<file path="config.mk">
export PLATFORM = sky130hd
export DESIGN_NAME = decimFirTop
export DESIGN_NICKNAME = d
export VERILOG_FILES = /design/src/logic/decimFirPkg.sv /design/src/logic/decimCtrl.sv /design/src/logic/sampleWindow.sv /design/src/logic/lutBank.sv /design/src/logic/resultFormatter.sv /design/src/logic/resultQueue.sv /design/src/logic/decimFirTop.sv
export VERILOG_INCLUDE_DIRS = /design/src /design/src/logic
export SDC_FILE = /design/constraint.sdc
export NUM_CORES = 1
export LEC_CHECK = 0
export BUFFER_PORTS_ARGS = -buffer_cell sky130_fd_sc_hd__clkbuf_2
export CELL_PAD_IN_SITES_DETAIL_PLACEMENT = 0
export CELL_PAD_IN_SITES_GLOBAL_PLACEMENT = 1
export CORE_ASPECT_RATIO = 1.75
export CORE_UTILIZATION = 47
export DETAILED_ROUTE_END_ITERATION = 12
export PLACE_DENSITY_LB_ADDON = 0.1
export SYNTH_ARGS = -nofsm -noshare
export SYNTH_HDL_FRONTEND = slang
export SYNTH_HIERARCHICAL = 1
export SYNTH_SLANG_ARGS = --single-unit
</file>
<file path="constraint.sdc">
create_clock -name clkDS -period 2.2 [get_ports clkDS]
set_input_delay 0.44 -clock clkDS [delete_from_list [all_inputs] [get_ports clkDS]]
set_output_delay 0.44 -clock clkDS [all_outputs]
set_load 0.02 [all_outputs]
</file>
<file path="src/logic/decimFir_consts.svh">
`ifndef DECIMFIR_CONSTS_SVH
`define DECIMFIR_CONSTS_SVH

// Decimation ratio, bits per output word
`define DSR 4

// Window halves
`define LOOKBACK 12
`define LOOKAHEAD 12

// Taps per LUT group
`define LUT_SIZE 4

// Signed Q1.14 coefficients
`define COEF_WIDTH 15
`define SUM_WIDTH 17
`define OUT_WIDTH 14

`define QUEUE_DEPTH 4

// Edges from the last bit of a frame until its word sits in pcm
`define PIPE_LATENCY 4

`endif

</file>
<file path="src/logic/decimFirCoeffs.svh">
`include "decimFir_consts.svh"

// Lookback weights, index 0 sits next to the window centre (tap 12)
localparam decimFirPkg::coef_t coefForward [`LOOKBACK] = '{
    15'sd1120,
    15'sd1110,
    15'sd1080,
    15'sd1050,
    15'sd990,
    15'sd940,
    15'sd860,
    15'sd790,
    15'sd610,
    15'sd430,
    -15'sd90,
    -15'sd40
};

// Lookahead weights, index 0 sits next to the window centre (tap 11)
localparam decimFirPkg::coef_t coefBackward [`LOOKAHEAD] = '{
    15'sd1150,
    15'sd980,
    15'sd820,
    15'sd670,
    15'sd530,
    15'sd400,
    15'sd290,
    15'sd190,
    15'sd110,
    15'sd50,
    -15'sd20,
    -15'sd60
};

</file>
<file path="src/logic/decimFirPkg.sv">
`include "decimFir_consts.svh"

package decimFirPkg;

    // One filter coefficient, Q1.14
    typedef logic signed [`COEF_WIDTH-1:0] coef_t;

    // LUT entries and adder tree nodes
    typedef logic signed [`SUM_WIDTH-1:0] partSum_t;

    // Offset-binary output word
    typedef logic [`OUT_WIDTH-1:0] pcm_t;

    // Four-phase output port
    typedef enum logic [1:0] {
        outIdle,
        outReq,
        outWaitAckLow
    } outState_t;

endpackage

</file>
<file path="src/logic/decimCtrl.sv">
`include "decimFir_consts.svh"

module decimCtrl (
    input  logic clkDS,
    input  logic arstN,
    input  logic bitValid,
    output logic bitReady,
    output logic shiftEn,
    output logic pushEn,
    output logic popEn,
    input  logic queueEmpty,
    output logic outReq,
    input  logic outAck
);
    localparam int BitCntWidth = $clog2(`DSR);
    // Frames needed before the whole window holds real bits
    localparam int FillFrames = (`LOOKBACK + `LOOKAHEAD) / `DSR - 1;
    localparam int FillWidth = $clog2(FillFrames + 1);
    localparam int CreditWidth = $clog2(`QUEUE_DEPTH + 1);

    logic [BitCntWidth-1:0] bitCnt;
    logic [FillWidth-1:0] fillCnt;
    logic [CreditWidth-1:0] credit;
    logic [`PIPE_LATENCY:0] tokenPipe;
    logic accept;
    logic frameLast;
    logic windowFull;
    logic creditInc;
    decimFirPkg::outState_t state;
    decimFirPkg::outState_t stateNext;

    assign accept = bitValid && bitReady;
    assign shiftEn = accept;
    assign frameLast = accept && (bitCnt == BitCntWidth'(`DSR - 1));
    assign windowFull = (fillCnt == FillWidth'(FillFrames));
    assign creditInc = frameLast && windowFull;

    // Hold off a new frame while every queue slot is spoken for
    assign bitReady = !((bitCnt == '0) && (credit == CreditWidth'(`QUEUE_DEPTH)));

    always_ff @(posedge clkDS or negedge arstN) begin
        if (!arstN) begin
            bitCnt <= '0;
            fillCnt <= '0;
        end else begin
            if (frameLast) begin
                bitCnt <= '0;
            end else if (accept) begin
                bitCnt <= bitCnt + 1'b1;
            end
            if (frameLast && !windowFull) begin
                fillCnt <= fillCnt + 1'b1;
            end
        end
    end

    // Stage 0 lines up with the window, the last stage with pcm
    always_ff @(posedge clkDS or negedge arstN) begin
        if (!arstN) begin
            tokenPipe <= '0;
        end else begin
            tokenPipe <= {tokenPipe[`PIPE_LATENCY-1:0], creditInc};
        end
    end

    assign pushEn = tokenPipe[`PIPE_LATENCY];

    // Frames in flight plus words waiting in the queue
    always_ff @(posedge clkDS or negedge arstN) begin
        if (!arstN) begin
            credit <= '0;
        end else if (creditInc && !popEn) begin
            credit <= credit + 1'b1;
        end else if (popEn && !creditInc) begin
            credit <= credit - 1'b1;
        end
    end

    always_comb begin
        stateNext = state;
        case (state)
            decimFirPkg::outIdle: begin
                if (!queueEmpty && !outAck) begin
                    stateNext = decimFirPkg::outReq;
                end
            end
            decimFirPkg::outReq: begin
                if (outAck) begin
                    stateNext = decimFirPkg::outWaitAckLow;
                end
            end
            decimFirPkg::outWaitAckLow: begin
                if (!outAck) begin
                    stateNext = decimFirPkg::outIdle;
                end
            end
            default: begin
                stateNext = decimFirPkg::outIdle;
            end
        endcase
    end

    always_ff @(posedge clkDS or negedge arstN) begin
        if (!arstN) begin
            state <= decimFirPkg::outIdle;
        end else begin
            state <= stateNext;
        end
    end

    assign outReq = (state == decimFirPkg::outReq);
    // Head leaves on the edge that sees the ack
    assign popEn = (state == decimFirPkg::outReq) && outAck;

endmodule

</file>
<file path="src/logic/sampleWindow.sv">
`include "decimFir_consts.svh"

module sampleWindow (
    input  logic clkDS,
    input  logic arstN,
    input  logic shiftEn,
    input  logic bitIn,
    output logic [`LOOKBACK-1:0] tapsBack,
    output logic [`LOOKAHEAD-1:0] tapsAhead
);
    localparam int WinTaps = `LOOKBACK + `LOOKAHEAD;

    // Tap 0 is the newest bit
    logic [WinTaps-1:0] window;

    always_ff @(posedge clkDS or negedge arstN) begin
        if (!arstN) begin
            window <= '0;
        end else if (shiftEn) begin
            window <= {window[WinTaps-2:0], bitIn};
        end
    end

    // Oldest taps in natural order
    assign tapsBack = window[WinTaps-1:`LOOKAHEAD];

    // Newest taps mirrored around the window centre
    for (genvar j = 0; j < `LOOKAHEAD; j++) begin : gAhead
        assign tapsAhead[j] = window[`LOOKAHEAD-1-j];
    end

endmodule

</file>
<file path="src/logic/lutBank.sv">
`include "decimFir_consts.svh"

module lutBank #(
    parameter int Taps = `LOOKBACK,
    parameter decimFirPkg::coef_t coefs [Taps] = '{default: '0}
) (
    input  logic clkDS,
    input  logic arstN,
    input  logic [Taps-1:0] taps,
    output decimFirPkg::partSum_t partSum
);
    localparam int Entries = 1 << `LUT_SIZE;
    localparam int Groups = (Taps + `LUT_SIZE - 1) / `LUT_SIZE;
    // Even slot count, an odd last group gets an all-zero partner
    localparam int Pairs = (Groups + 1) / 2;
    localparam int Slots = 2 * Pairs;
    localparam int PadWidth = Slots * `LUT_SIZE;

    // Sum of the coefficients selected by the set bits of sel
    function automatic decimFirPkg::partSum_t lutEntry(input int slot, input int sel);
        decimFirPkg::partSum_t acc;
        int idx;
        acc = '0;
        for (int b = 0; b < `LUT_SIZE; b++) begin
            idx = slot * `LUT_SIZE + b;
            if (sel[b] && idx < Taps) begin
                acc = acc + decimFirPkg::partSum_t'(coefs[idx]);
            end
        end
        return acc;
    endfunction

    logic [PadWidth-1:0] tapsPad;
    decimFirPkg::partSum_t lutTable [Slots][Entries];
    decimFirPkg::partSum_t lookup [Slots];
    decimFirPkg::partSum_t pairSum [Pairs];
    decimFirPkg::partSum_t pairTotal;

    assign tapsPad = PadWidth'(taps);

    for (genvar s = 0; s < Slots; s++) begin : gSlot
        for (genvar v = 0; v < Entries; v++) begin : gEntry
            localparam decimFirPkg::partSum_t Entry = lutEntry(s, v);
            assign lutTable[s][v] = Entry;
        end
    end

    always_comb begin
        pairTotal = '0;
        for (int p = 0; p < Pairs; p++) begin
            pairTotal = pairTotal + pairSum[p];
        end
    end

    // Lookup, pair layer, final layer
    always_ff @(posedge clkDS or negedge arstN) begin
        if (!arstN) begin
            for (int s = 0; s < Slots; s++) begin
                lookup[s] <= '0;
            end
            for (int p = 0; p < Pairs; p++) begin
                pairSum[p] <= '0;
            end
            partSum <= '0;
        end else begin
            for (int s = 0; s < Slots; s++) begin
                lookup[s] <= lutTable[s][tapsPad[s*`LUT_SIZE +: `LUT_SIZE]];
            end
            for (int p = 0; p < Pairs; p++) begin
                pairSum[p] <= lookup[2*p] + lookup[2*p+1];
            end
            partSum <= pairTotal;
        end
    end

endmodule

</file>
<file path="src/logic/resultFormatter.sv">
`include "decimFir_consts.svh"

module resultFormatter (
    input  logic clkDS,
    input  logic arstN,
    input  decimFirPkg::partSum_t sumBack,
    input  decimFirPkg::partSum_t sumAhead,
    output decimFirPkg::pcm_t pcm
);
    localparam int TotWidth = `SUM_WIDTH + 1;
    localparam int CoefMax = (1 << (`COEF_WIDTH - 1)) - 1;
    localparam int CoefMin = -(1 << (`COEF_WIDTH - 1));

    logic signed [TotWidth-1:0] total;
    decimFirPkg::coef_t sat;
    logic signed [`OUT_WIDTH-1:0] scaled;

    always_comb begin
        total = TotWidth'(sumBack) + TotWidth'(sumAhead);
        // Clamp into Q1.14
        if (total > CoefMax) begin
            sat = decimFirPkg::coef_t'(CoefMax);
        end else if (total < CoefMin) begin
            sat = decimFirPkg::coef_t'(CoefMin);
        end else begin
            sat = total[`COEF_WIDTH-1:0];
        end
        scaled = sat[`COEF_WIDTH-1 -: `OUT_WIDTH];
    end

    // Sign flip turns two's complement into offset binary
    always_ff @(posedge clkDS or negedge arstN) begin
        if (!arstN) begin
            pcm <= '0;
        end else begin
            pcm <= {~scaled[`OUT_WIDTH-1], scaled[`OUT_WIDTH-2:0]};
        end
    end

endmodule

</file>
<file path="src/logic/resultQueue.sv">
`include "decimFir_consts.svh"

module resultQueue (
    input  logic clkDS,
    input  logic arstN,
    input  logic pushEn,
    input  decimFirPkg::pcm_t pushData,
    input  logic popEn,
    output decimFirPkg::pcm_t headData,
    output logic empty
);
    localparam int PtrWidth = $clog2(`QUEUE_DEPTH);
    localparam int CountWidth = $clog2(`QUEUE_DEPTH + 1);

    decimFirPkg::pcm_t mem [`QUEUE_DEPTH];
    logic [PtrWidth-1:0] wrPtr;
    logic [PtrWidth-1:0] rdPtr;
    logic [CountWidth-1:0] count;

    always_ff @(posedge clkDS) begin
        if (pushEn) begin
            mem[wrPtr] <= pushData;
        end
    end

    always_ff @(posedge clkDS or negedge arstN) begin
        if (!arstN) begin
            wrPtr <= '0;
            rdPtr <= '0;
            count <= '0;
        end else begin
            if (pushEn) begin
                wrPtr <= (wrPtr == PtrWidth'(`QUEUE_DEPTH - 1)) ? '0 : wrPtr + 1'b1;
            end
            if (popEn) begin
                rdPtr <= (rdPtr == PtrWidth'(`QUEUE_DEPTH - 1)) ? '0 : rdPtr + 1'b1;
            end
            if (pushEn && !popEn) begin
                count <= count + 1'b1;
            end else if (popEn && !pushEn) begin
                count <= count - 1'b1;
            end
        end
    end

    assign headData = mem[rdPtr];
    assign empty = (count == '0);

endmodule

</file>
<file path="src/logic/decimFirTop.sv">
`include "decimFir_consts.svh"

module decimFirTop (
    input  logic clkDS,
    input  logic arstN,
    input  logic bitIn,
    input  logic bitValid,
    output logic bitReady,
    output decimFirPkg::pcm_t outData,
    output logic outReq,
    input  logic outAck
);
    `include "decimFirCoeffs.svh"

    logic shiftEn;
    logic pushEn;
    logic popEn;
    logic queueEmpty;
    logic [`LOOKBACK-1:0] tapsBack;
    logic [`LOOKAHEAD-1:0] tapsAhead;
    decimFirPkg::partSum_t sumBack;
    decimFirPkg::partSum_t sumAhead;
    decimFirPkg::pcm_t pcm;

    decimCtrl decimCtrl_inst (
        .clkDS(clkDS),
        .arstN(arstN),
        .bitValid(bitValid),
        .bitReady(bitReady),
        .shiftEn(shiftEn),
        .pushEn(pushEn),
        .popEn(popEn),
        .queueEmpty(queueEmpty),
        .outReq(outReq),
        .outAck(outAck)
    );

    sampleWindow sampleWindow_inst (
        .clkDS(clkDS),
        .arstN(arstN),
        .shiftEn(shiftEn),
        .bitIn(bitIn),
        .tapsBack(tapsBack),
        .tapsAhead(tapsAhead)
    );

    lutBank #(.Taps(`LOOKBACK), .coefs(coefForward)) lutBankBack_inst (
        .clkDS(clkDS),
        .arstN(arstN),
        .taps(tapsBack),
        .partSum(sumBack)
    );

    lutBank #(.Taps(`LOOKAHEAD), .coefs(coefBackward)) lutBankAhead_inst (
        .clkDS(clkDS),
        .arstN(arstN),
        .taps(tapsAhead),
        .partSum(sumAhead)
    );

    resultFormatter resultFormatter_inst (
        .clkDS(clkDS),
        .arstN(arstN),
        .sumBack(sumBack),
        .sumAhead(sumAhead),
        .pcm(pcm)
    );

    resultQueue resultQueue_inst (
        .clkDS(clkDS),
        .arstN(arstN),
        .pushEn(pushEn),
        .pushData(pcm),
        .popEn(popEn),
        .headData(outData),
        .empty(queueEmpty)
    );

endmodule

</file>
Yosys cells after proc, flatten, opt, wreduce, memory -nomap -nowiden
Memory sizes are Yosys's and may differ from the RTL's. A register that Yosys moved wholly into a read port is not among the register bits.
Index checks and enable logic that the tools add are counted.
Cells by class
  $add $sub $neg: 13
  magnitude comparators: 2
  equality and inequality tests: 10
  mux-type cells: 16
  bitwise logic cells: 7
  reductions and logical operators: 31
Operators by type and width (count)
  $add 17x17->17: 4
  $mux 15: 2
  $not 4->5: 6
  $add 17x17->18: 1
  $gt 18x15->1 const B: 1
  $lt 18x15->1 const B: 1
  $mux 2: 7
  $logic_not 1->1: 13
  $mux 3: 4
  $logic_and 1x1->1: 11
  $add 3x1->3 const B: 3
  $eq 2x2->1 const B: 4
  $add 2x1->2 const B: 3
  $eq 3x3->1 const B: 2
  $pmux 2 s3: 1
  $reduce_bool 2->1: 3
  $sub 3x1->3 const B: 2
  $logic_not 2->1: 2
  $ne 2x1->1 const B: 2
  $logic_not 3->1: 1
  $reduce_and 3->1: 1
  $eq 2x1->1 const B: 1
  $mux 1: 2
  $ne 2x2->1 const B: 1
  $not 1->1: 1
Word-level totals
  register bits: 162
  memory bits (writable): 56
  ROM bits: 1632
  bits of input ports: 5
  output and inout bits: 16
  logic and storage cells: 102
  memories kept: 7
Memories
  (name not given): depth 16, width 17, rd ports 1, clocked after memory_dff 1, wr ports 0, line lutBank.sv:67  | lookup[s] <= lutTable[s][tapsPad[s*`LUT_SIZE +: `LUT_SIZE]];
  (name not given): depth 16, width 17, rd ports 1, clocked after memory_dff 1, wr ports 0, line lutBank.sv:67
  (name not given): depth 16, width 17, rd ports 1, clocked after memory_dff 1, wr ports 0, line lutBank.sv:67
  (name not given): depth 16, width 17, rd ports 1, clocked after memory_dff 1, wr ports 0, line lutBank.sv:67
  (name not given): depth 16, width 17, rd ports 1, clocked after memory_dff 1, wr ports 0, line lutBank.sv:67
  (name not given): depth 16, width 17, rd ports 1, clocked after memory_dff 1, wr ports 0, line lutBank.sv:67
  +1 memories

Depth between registers and ports, before layout
Gate-level depths: netlist of run 1.
  word-level depth: 10
  mapped depth: 12
  depth with buffers taken out: 11

By module
The synthesis of run 1 kept the hierarchy.
By module, submodules not included
  lutBank (lutBankBack_inst): times used 1, cells each 349, area an instance 3752.3 µm², sequential area each 1801.7 µm²
  lutBank (lutBankAhead_inst): times used 1, cells each 328, area an instance 3468.3 µm², sequential area each 1626.6 µm²
  resultQueue: times used 1, cells each 109, area an instance 2458.6 µm², sequential area each 1856.8 µm²
  resultFormatter: times used 1, cells each 173, area an instance 1552.7 µm², sequential area each 350.3 µm²
  sampleWindow: times used 1, cells each 51, area an instance 997.2 µm², sequential area each 600.6 µm²
  decimCtrl: times used 1, cells each 52, area an instance 680.7 µm², sequential area each 375.4 µm²

Worst setup path after synthesis of run 1
OpenSTA, ideal clock, no wires.
  path type: reg2reg
  start: reg lutBankBack_inst.partSum[3]
  end: reg resultFormatter_inst.pcm[10]
  setup time: 0.134 ns
  arrival: 2.189 ns
  data required time: 2.066 ns
  path slack: -0.122 ns
  cell stages (with the launch flop): 10
  buffers on the path: 1
  clock period less this slack: 2.322 ns
  path through: dfrtp_1 > ha_1 > a21o_1 > a21oi_1 > a21oi_1 > o21a_1 > o311a_4 > buf_2 > o31ai_1 > nand3_1
On the way
  word-level cells in the longest chain between the ends: 4
  elaborated cells between the ends (all ways): 5
  classes of those cells: add/sub: 1; order compare: 2; mux: 2
RTL lines
  start: declaration: line lutBank.sv:10  | output decimFirPkg::partSum_t partSum
  start signal: assignment: line lutBank.sv:72  | partSum <= pairTotal;
  $add 17x17->18 *: line resultFormatter.sv:19  | total = TotWidth'(sumBack) + TotWidth'(sumAhead);
  $lt 18x15->1: line resultFormatter.sv:23  | end else if (total < CoefMin) begin
  $mux 15: line resultFormatter.sv:23
  $mux 15 *: line resultFormatter.sv:21  | if (total > CoefMax) begin
  via resultFormatter_inst.sat[11]: line resultFormatter.sv:15  | decimFirPkg::coef_t sat;
  end signal: assignment: line resultFormatter.sv:36  | pcm <= {~scaled[`OUT_WIDTH-1], scaled[`OUT_WIDTH-2:0]};
  end: declaration: line resultFormatter.sv:8  | output decimFirPkg::pcm_t pcm
Mark *: on every way through the listed nets, which the timed path passes. The rest lies on a longest branch.
A chain may end at the register's enable or synchronous reset.

Worst setup path after layout of run 1
  start: reg lutBankAhead_inst.partSum[5]
  end: reg resultFormatter_inst.pcm[0]
On the way
  word-level cells in the longest chain between the ends: 4
  elaborated cells between the ends (all ways): 5
  classes of those cells: add/sub: 1; order compare: 2; mux: 2
RTL lines (line)
  start: declaration: lutBank.sv:10
  start signal: assignment: lutBank.sv:72
  $add 17x17->18 *: resultFormatter.sv:19
  $lt 18x15->1: resultFormatter.sv:23
  $mux 15: resultFormatter.sv:23
  $mux 15 *: resultFormatter.sv:21
  via resultFormatter_inst.sat[1]: resultFormatter.sv:15
Marked as above.

==> results of run 1 <==
area by class of cell:
class                      count  area (sq um)  share of cell area (%)
sequential                   253          6620                    42.7
multi-input combinational    721          6280                    40.5
timing repair buffer         125          1110                    7.13
clock buffer                  29           651                    4.20
tap                          364           455                    2.94
inverter                      53           199                    1.28
clock inverter                17           198                    1.27
sequential cells by signal, summed over array words and instances (netlist names), 3 cells and up:
signal                     flops
lutBankAhead_inst/pairSum     20
resultQueue_inst/mem          56
decimCtrl_inst/fillCnt         3
resultFormatter_inst/pcm      14
lutBankBack_inst/lookup       32
lutBankAhead_inst/partSum     16
lutBankAhead_inst/lookup      29
decimCtrl_inst/tokenPipe       5
sampleWindow_inst/window      24
decimCtrl_inst/credit          3
lutBankBack_inst/pairSum      24
resultQueue_inst/count         3
lutBankBack_inst/partSum      16
worst min-delay path by stage:
stage,from,endpoint,slack (ps),depth (start not counted)
6_report,outAck,decimCtrl_inst/state[0]$_DFFE_PN0P_,110,2
5_1_grt,outAck,decimCtrl_inst/state[0]$_DFFE_PN0P_,100,2
4_1_cts,outAck,decimCtrl_inst/state[0]$_DFFE_PN0P_,90,2
3_5_place_dp,lutBankAhead_inst/lookup[18]$_DFF_PN0_,lutBankAhead_inst/pairSum[1]$_DFF_PN0_,340,0
3_3_place_gp,lutBankAhead_inst/lookup[18]$_DFF_PN0_,lutBankAhead_inst/pairSum[1]$_DFF_PN0_,330,0
2_1_floorplan,arstN,decimCtrl_inst/bitCnt[0]$_DFFE_PN0P_,140,0
logic make-up after synthesis:
group,after synthesis
AOI/OAI and AO/OA,257
xor gates and xnor gates,68
adders and majority gates,121
buffers and inverters,88
DFF,253
muxes,57
other,2
and+or+nand+nor,216
synth_stat cells, types with 13 or more instances:
cell type,n,area (sq um)
sky130_fd_sc_hd__xnor2_1,35,307
sky130_fd_sc_hd__mux2_4,20,300
sky130_fd_sc_hd__clkbuf_1,17,63.8
sky130_fd_sc_hd__o31ai_1,13,97.6
sky130_fd_sc_hd__mux2_2,14,158
sky130_fd_sc_hd__o21ai_0,59,295
sky130_fd_sc_hd__inv_1,53,199
sky130_fd_sc_hd__nand3_1,19,95.1
sky130_fd_sc_hd__xor2_1,32,280
sky130_fd_sc_hd__dfrtp_1,197,4930
sky130_fd_sc_hd__a21oi_1,75,375
sky130_fd_sc_hd__edfxtp_1,56,1680
sky130_fd_sc_hd__a21o_1,18,135
sky130_fd_sc_hd__ha_1,114,1430
sky130_fd_sc_hd__nor2_1,53,199
sky130_fd_sc_hd__nand2_1,66,248
what timing repair did:
item | in CTS | in global routing
gates cloned | 0 | 1
gates resized for setup | 29 | 90
buffers inserted | 9 | 10
hold buffers | 1 | 0
endpoints found under the setup margin | 31 | 42
endpoints found under the hold margin | 41 | 0
pin swaps | 18 | 28
metrics by stage:
step | worst slack, ps | cell area [sq um]
after floorplan | -33.1 | 13000
after global placement | -271 | 14100
after detailed placement | -310 | 14100
after CTS | -151 | 15200
after global routing | -233 | 15500
final | -147 | 15500
per-layer routing:
metal,global-route usage (%),share of wire [%]
met1,18.0,34
met2,37.3,59
met3,1.93,2.1
met4,9.91,4.8
met5,0,0
critical path, stage by stage, from the launching register on:
cell and delay (ps):
sky130_fd_sc_hd__dfrtp_1 390, sky130_fd_sc_hd__ha_4 280, sky130_fd_sc_hd__a21oi_4 130, sky130_fd_sc_hd__nand2_1 100, sky130_fd_sc_hd__o21a_4 250, sky130_fd_sc_hd__or2_4 260
sky130_fd_sc_hd__a311oi_4 340, sky130_fd_sc_hd__buf_12 170, sky130_fd_sc_hd__o31ai_4 70, sky130_fd_sc_hd__buf_6 140, sky130_fd_sc_hd__a21oi_1 140
==> out/qor.txt, run 1 <==
Post-route DRC - 0
Maximum buffer depth of the clock tree - 3
End of the worst register-to-register path - resultFormatter_inst/pcm[0]$_DFF_PN0_
Share of synthesized area occupied by flip-flops and latches - 51.2%
I/O pin count - 21
Worst hold slack - 114 ps
Floorplan row count - 79
Most frequently used flop master after synthesis - sky130_fd_sc_hd__dfrtp_1
Average footprint of a synthesized cell - 12.2 sq um
Mapped cell area - 0.0129 sq mm
Number of max-cap violations - 0
Peak fanout along the critical path - 6
Highest achievable clock rate - 426 MHz
Final critical-path required period - 2350 ps
Worst slew margin relative to its limit - 57.0%
Overall die area - 0.0282 sq mm
Setup TNS Final - -1980 ps
Clock edge transition at the registers on the reported setup and hold paths - 60 ps
Flip-flop and latch count after synthesis - 253
Estimated wirelength of the detail-placed design - 18.9 mm
Unrepaired setup endpoints after global routing - yes
Xor and xnor fraction of the mapped netlist area - 4.76%
Fraction of the mapped netlist area in compound gates - 13.3%
Detailed-route via count - 8132
Basic-gate share of the synthesized area counting and, or, nand and nor cells - 8.24%
Start point of the critical path - lutBankAhead_inst/partSum[5]$_DFF_PN0_
Inst Count DP - 1498
Mapped Nets - 1188
Count of final hold-check violations - 0
Sinks on Clock Net - 253
Worst R2R Path Depth - 10
DR iter-0 viols - 253
Post-DR wirelength/cell - 16.2 um
Antenna diode count - 0
Number of global-route vias before repair - 8553
Number of buffers added by the clock tree synthesis step - 25
Signed area change from the synthesized netlist to the final layout - 20.1%
Class of the most critical hold timing path - in2reg
Ys async rst share - 77.9%
Count of buffers from port buffering - 20
Critical path required time - 2650 ps
Portion of netlist area occupied by mux cells - 6.96%
GRT Resource Usage Total - 18.6%
Most frequent cells in the layout - sky130_fd_sc_hd__dfrtp_1, sky130_fd_sc_hd__ha_1, sky130_fd_sc_hd__buf_4
Worst-skew pair later-pin latency - 530 ps
Data arrival time of the critical path - 2800 ps
DRT Wirelength - 25.4 mm
Vias/cell - 5.21
Final instance count without filler cells - 1562
First-pass GRT wire length - 41.5 mm
Number of flops mapped to enable cells by yosys - 56
TritonCTS clock tree - done
R2R setup slack - -150 ps
Floorplan die height - 221 um
Cell variety after synth - 77
Initial core utilization - 48.2%
Final Slew Violations - 0
Gpl congestion - 0.856
Maximum number of pins on one net before global-route repair - 48
Setup crit start kind - flip-flop
Result of the run - complete, but fails checks
Worst Skew - 9.20 ps
Clock Root Buffer - sky130_fd_sc_hd__clkbuf_16
Filler instances - 2285
Path type of the worst setup path - reg2reg
Violated checks - negative setup slack
Number of H-tree levels - 1
Total setup violations reported at the end of the flow - 27
Worst flop-to-flop path startpoint - lutBankAhead_inst/partSum[5]$_DFF_PN0_
Count of mapped cells out of synthesis - 1062
Antenna violations before repair - 0
Capture point of the critical path - resultFormatter_inst/pcm[0]$_DFF_PN0_
Post-route core utilization - 57.9%
Synthesized-area fraction occupied by adder cells - 12.1%
Die width - 127 um
Total of warnings raised by yosys - 6
Type of element capturing the critical path - flip-flop
Period utilization - 107%
Number of nets with antenna violations after detailed routing - 0
Most common library cell in the layout ignoring fill and taps - sky130_fd_sc_hd__dfrtp_1
Fraction of layout instances using a drive strength above 1 - 25.0%
Iteration count of the initial detailed-routing pass - 4
Total core area - 0.0268 sq mm
Transition time at the pin with the least slew margin - 646 ps
Worst setup slack after layout - -147 ps
Largest family of logic cells by synthesized area - compound AO/OA/AOI/OAI gates
Total congestion overflow after global routing - 0
Layout net count - 1305
Power of run 1 is not shown: default switching activity piles up to over one toggle a cycle in this logic, so the estimate is an artifact.
==> run 2, diff against run 1 <==
- CELL_PAD_IN_SITES_DETAIL_PLACEMENT: 0 -> default
- CELL_PAD_IN_SITES_GLOBAL_PLACEMENT: 1 -> default
- CORE_UTILIZATION: 47 -> 57
- CTS_BUF_LIST: default -> sky130_fd_sc_hd__clkbuf_8 sky130_fd_sc_hd__clkbuf_16
==> run 2 against run 1 <==
Compared with the run above:
- critical endpoint is now resultFormatter_inst/pcm[9]$_DFF_PN0_
- count of clock-buffer cells in the layout decreased by 5
- fmax decreased by 2.8%
- the run still ends with negative setup slack left
- largest cell class unchanged
- clock skew increased by 2.0 ps
- cell count decreased by 6.5%
- hold slack improved by 15 ps
- first-iteration DRC count increased by 110%
- critical path type unchanged
==> out/qor.txt, run 2 (synthesis gave the netlist of run 1 again) <==
Result of the run - complete, but fails checks (unchanged)
Violated checks - negative setup slack (unchanged)
Type of element capturing the critical path - flip-flop (unchanged)
Number of nets with antenna violations after detailed routing - 0 (unchanged)
Path type of the worst setup path - reg2reg (unchanged)
Iteration count of the initial detailed-routing pass - 4 (unchanged)
Post-Place Cell Area - 0.0139 sq mm (was 0.0141 sq mm)
Overall die area - 0.0233 sq mm (was 0.0282 sq mm)
Setup crit start kind - flip-flop (unchanged)
Final Slew Violations - 0 (unchanged)
Detailed-route via count - 8209 (was 8132)
Post-DR wirelength/cell - 16.7 um (was 16.2 um)
Class of the most critical hold timing path - in2reg (unchanged)
Peak fanout along the critical path - 14 (was 6)
Floorplan row count - 72 (was 79)
Signed area change from the synthesized netlist to the final layout - 15.2% (was 20.1%)
Critical path required time - 2580 ps (was 2650 ps)
Die width - 116 um (was 127 um)
I/O pin count - 21 (unchanged)
Summed area of non-filler cells in the final layout - 0.0149 sq mm (was 0.0155 sq mm)
Antenna diode count - 0 (unchanged)
Estimated wirelength of the detail-placed design - 18.2 mm (was 18.9 mm)
First-pass GRT wire length - 40.4 mm (was 41.5 mm)
Antenna violations before repair - 0 (unchanged)
Count of buffers from port buffering - 20 (unchanged)
Gpl congestion - 0.805 (was 0.856)
Layout net count - 1274 (was 1305)
Setup TNS Final - -2410 ps (was -1980 ps)
TritonCTS clock tree - done (unchanged)
Maximum buffer depth of the clock tree - 3 (unchanged)
Number of max-cap violations - 0 (unchanged)
Floorplan die height - 201 um (was 221 um)
Transition time at the pin with the least slew margin - 617 ps (was 646 ps)
Number of global-route vias before repair - 8613 (was 8553)
Number of buffers added by the clock tree synthesis step - 23 (was 25)
Worst Skew - 11.2 ps (was 9.20 ps)
Flip-flop count of the largest register, all copies and words added - 56 (unchanged)
Vias/cell - 5.62 (was 5.21)
Most common library cell in the layout ignoring fill and taps - sky130_fd_sc_hd__dfrtp_1 (unchanged)
Met1 wire length - 8.15 mm (was 8.66 mm)
Data arrival time of the critical path - 2800 ps (about the same)
Largest registers in the final layout - resultQueue_inst/mem x56, lutBankBack_inst/lookup x32, lutBankAhead_inst/lookup x29 (unchanged)
GRT Resource Usage Total - 22.2% (was 18.6%)
Final critical-path required period - 2420 ps (was 2350 ps)
Top layer reached by signal wires - met4 (unchanged)
Worst hold slack - 129 ps (was 114 ps)
Initial core utilization - 58.3% (was 48.2%)
Most frequent cells in the layout - sky130_fd_sc_hd__dfrtp_1, sky130_fd_sc_hd__ha_1, sky130_fd_sc_hd__a21oi_1 (was sky130_fd_sc_hd__dfrtp_1, sky130_fd_sc_hd__ha_1, sky130_fd_sc_hd__buf_4)
Total core area - 0.0222 sq mm (was 0.0268 sq mm)
Largest reg by FF count - resultQueue_inst/mem (unchanged)
DR iter-0 viols - 538 (was 253)
Worst slew margin relative to its limit - 58.9% (was 57.0%)
DRT Wirelength - 24.4 mm (was 25.4 mm)
Number of H-tree levels - 1 (unchanged)
Worst setup slack after layout - -216 ps (was -147 ps)
R2R setup slack - -220 ps (was -150 ps)
Fraction of layout instances using a drive strength above 1 - 20.4% (was 25.0%)
Count of final hold-check violations - 0 (unchanged)
Worst-skew pair later-pin latency - 520 ps (was 530 ps)
Sinks on Clock Net - 253 (unchanged)
Period utilization - 110% (was 107%)
Post-route DRC - 0 (unchanged)
Length of routed met2 wiring - 14.4 mm (was 14.9 mm)
Total congestion overflow after global routing - 0 (unchanged)
Clock edge transition at the registers on the reported setup and hold paths - 60 ps (about the same)
Wire length on met3 - 710 um (was 540 um)
Highest achievable clock rate - 414 MHz (was 426 MHz)
Unrepaired setup endpoints after global routing - yes (unchanged)
Total setup violations reported at the end of the flow - 21 (was 27)
Maximum number of pins on one net before global-route repair - 61 (was 48)
Post-route core utilization - 67.1% (was 57.9%)
Clock Root Buffer - sky130_fd_sc_hd__clkbuf_16 (unchanged)
[run 2: layout make-up]
cell class / count / area, sq um
clock buffers: 24 / 589
fillers: 1695 / 7290
inverters: 53 / 199
repair buffers: 96 / 912
flip-flops and latches: 253 / 6610
multi-input cells: 721 / 6030
well taps: 296 / 370
clock inverters: 18 / 158
[run 2: repair_timing]
item                                    4_1_cts  5_1_grt
hold buffers                                  1        0
hold endpoints to repair                     55        0
setup buffers                                 4        3
resized for setup                            27       41
cloned                                        1        0
pin swaps                                     0       10
endpoints found under the setup margin       32       39
[run 2: worst max-delay path, stage by stage (launching register included)]
cell,delay [ps]
sky130_fd_sc_hd__dfrtp_1,370
sky130_fd_sc_hd__inv_2,50
sky130_fd_sc_hd__fa_2,380
sky130_fd_sc_hd__nand2b_4,160
sky130_fd_sc_hd__a21oi_4,200
sky130_fd_sc_hd__o21a_1,170
sky130_fd_sc_hd__buf_4,120
sky130_fd_sc_hd__or2_4,120
sky130_fd_sc_hd__a311oi_4,100
sky130_fd_sc_hd__buf_12,170
sky130_fd_sc_hd__o31ai_4,320
sky130_fd_sc_hd__a21oi_1,120
[run 2: path summary, 6_finish.rpt]
path,from,endpoint,cells after the start
worst max-delay path,lutBankBack_inst/partSum[1]$_DFF_PN0_,resultFormatter_inst/pcm[9]$_DFF_PN0_,11
worst min-delay path,outAck,decimCtrl_inst/state[0]$_DFFE_PN0P_,2
worst max register to register,lutBankBack_inst/partSum[1]$_DFF_PN0_,resultFormatter_inst/pcm[9]$_DFF_PN0_,11
worst min register to register,lutBankAhead_inst/lookup[21]$_DFF_PN0_,lutBankAhead_inst/pairSum[4]$_DFF_PN0_,0
max in group asynchronous,arstN,resultQueue_inst/rdPtr[1]$_DFFE_PN0P_,3
min in group asynchronous,arstN,lutBankBack_inst/lookup[35]$_DFF_PN0_,2
[run 2: through the flow]
step / cells / worst slack (ps)
2_1_floorplan: 1062 / -33.1
5_1_grt: 1461 / -326
3_5_place_dp: 1411 / -233
4_1_cts: 1459 / -221
3_3_place_gp: 1411 / -170
6_report: 1461 / -216
[run 2: layer usage]
layer	up-vias	global-route usage, %
met1	4036	21.0
met4	0	10.4
met5	-	0
met3	56	2.54
li1	3991	-
met2	126	44.8
Power of run 2 is left out for the same reason.
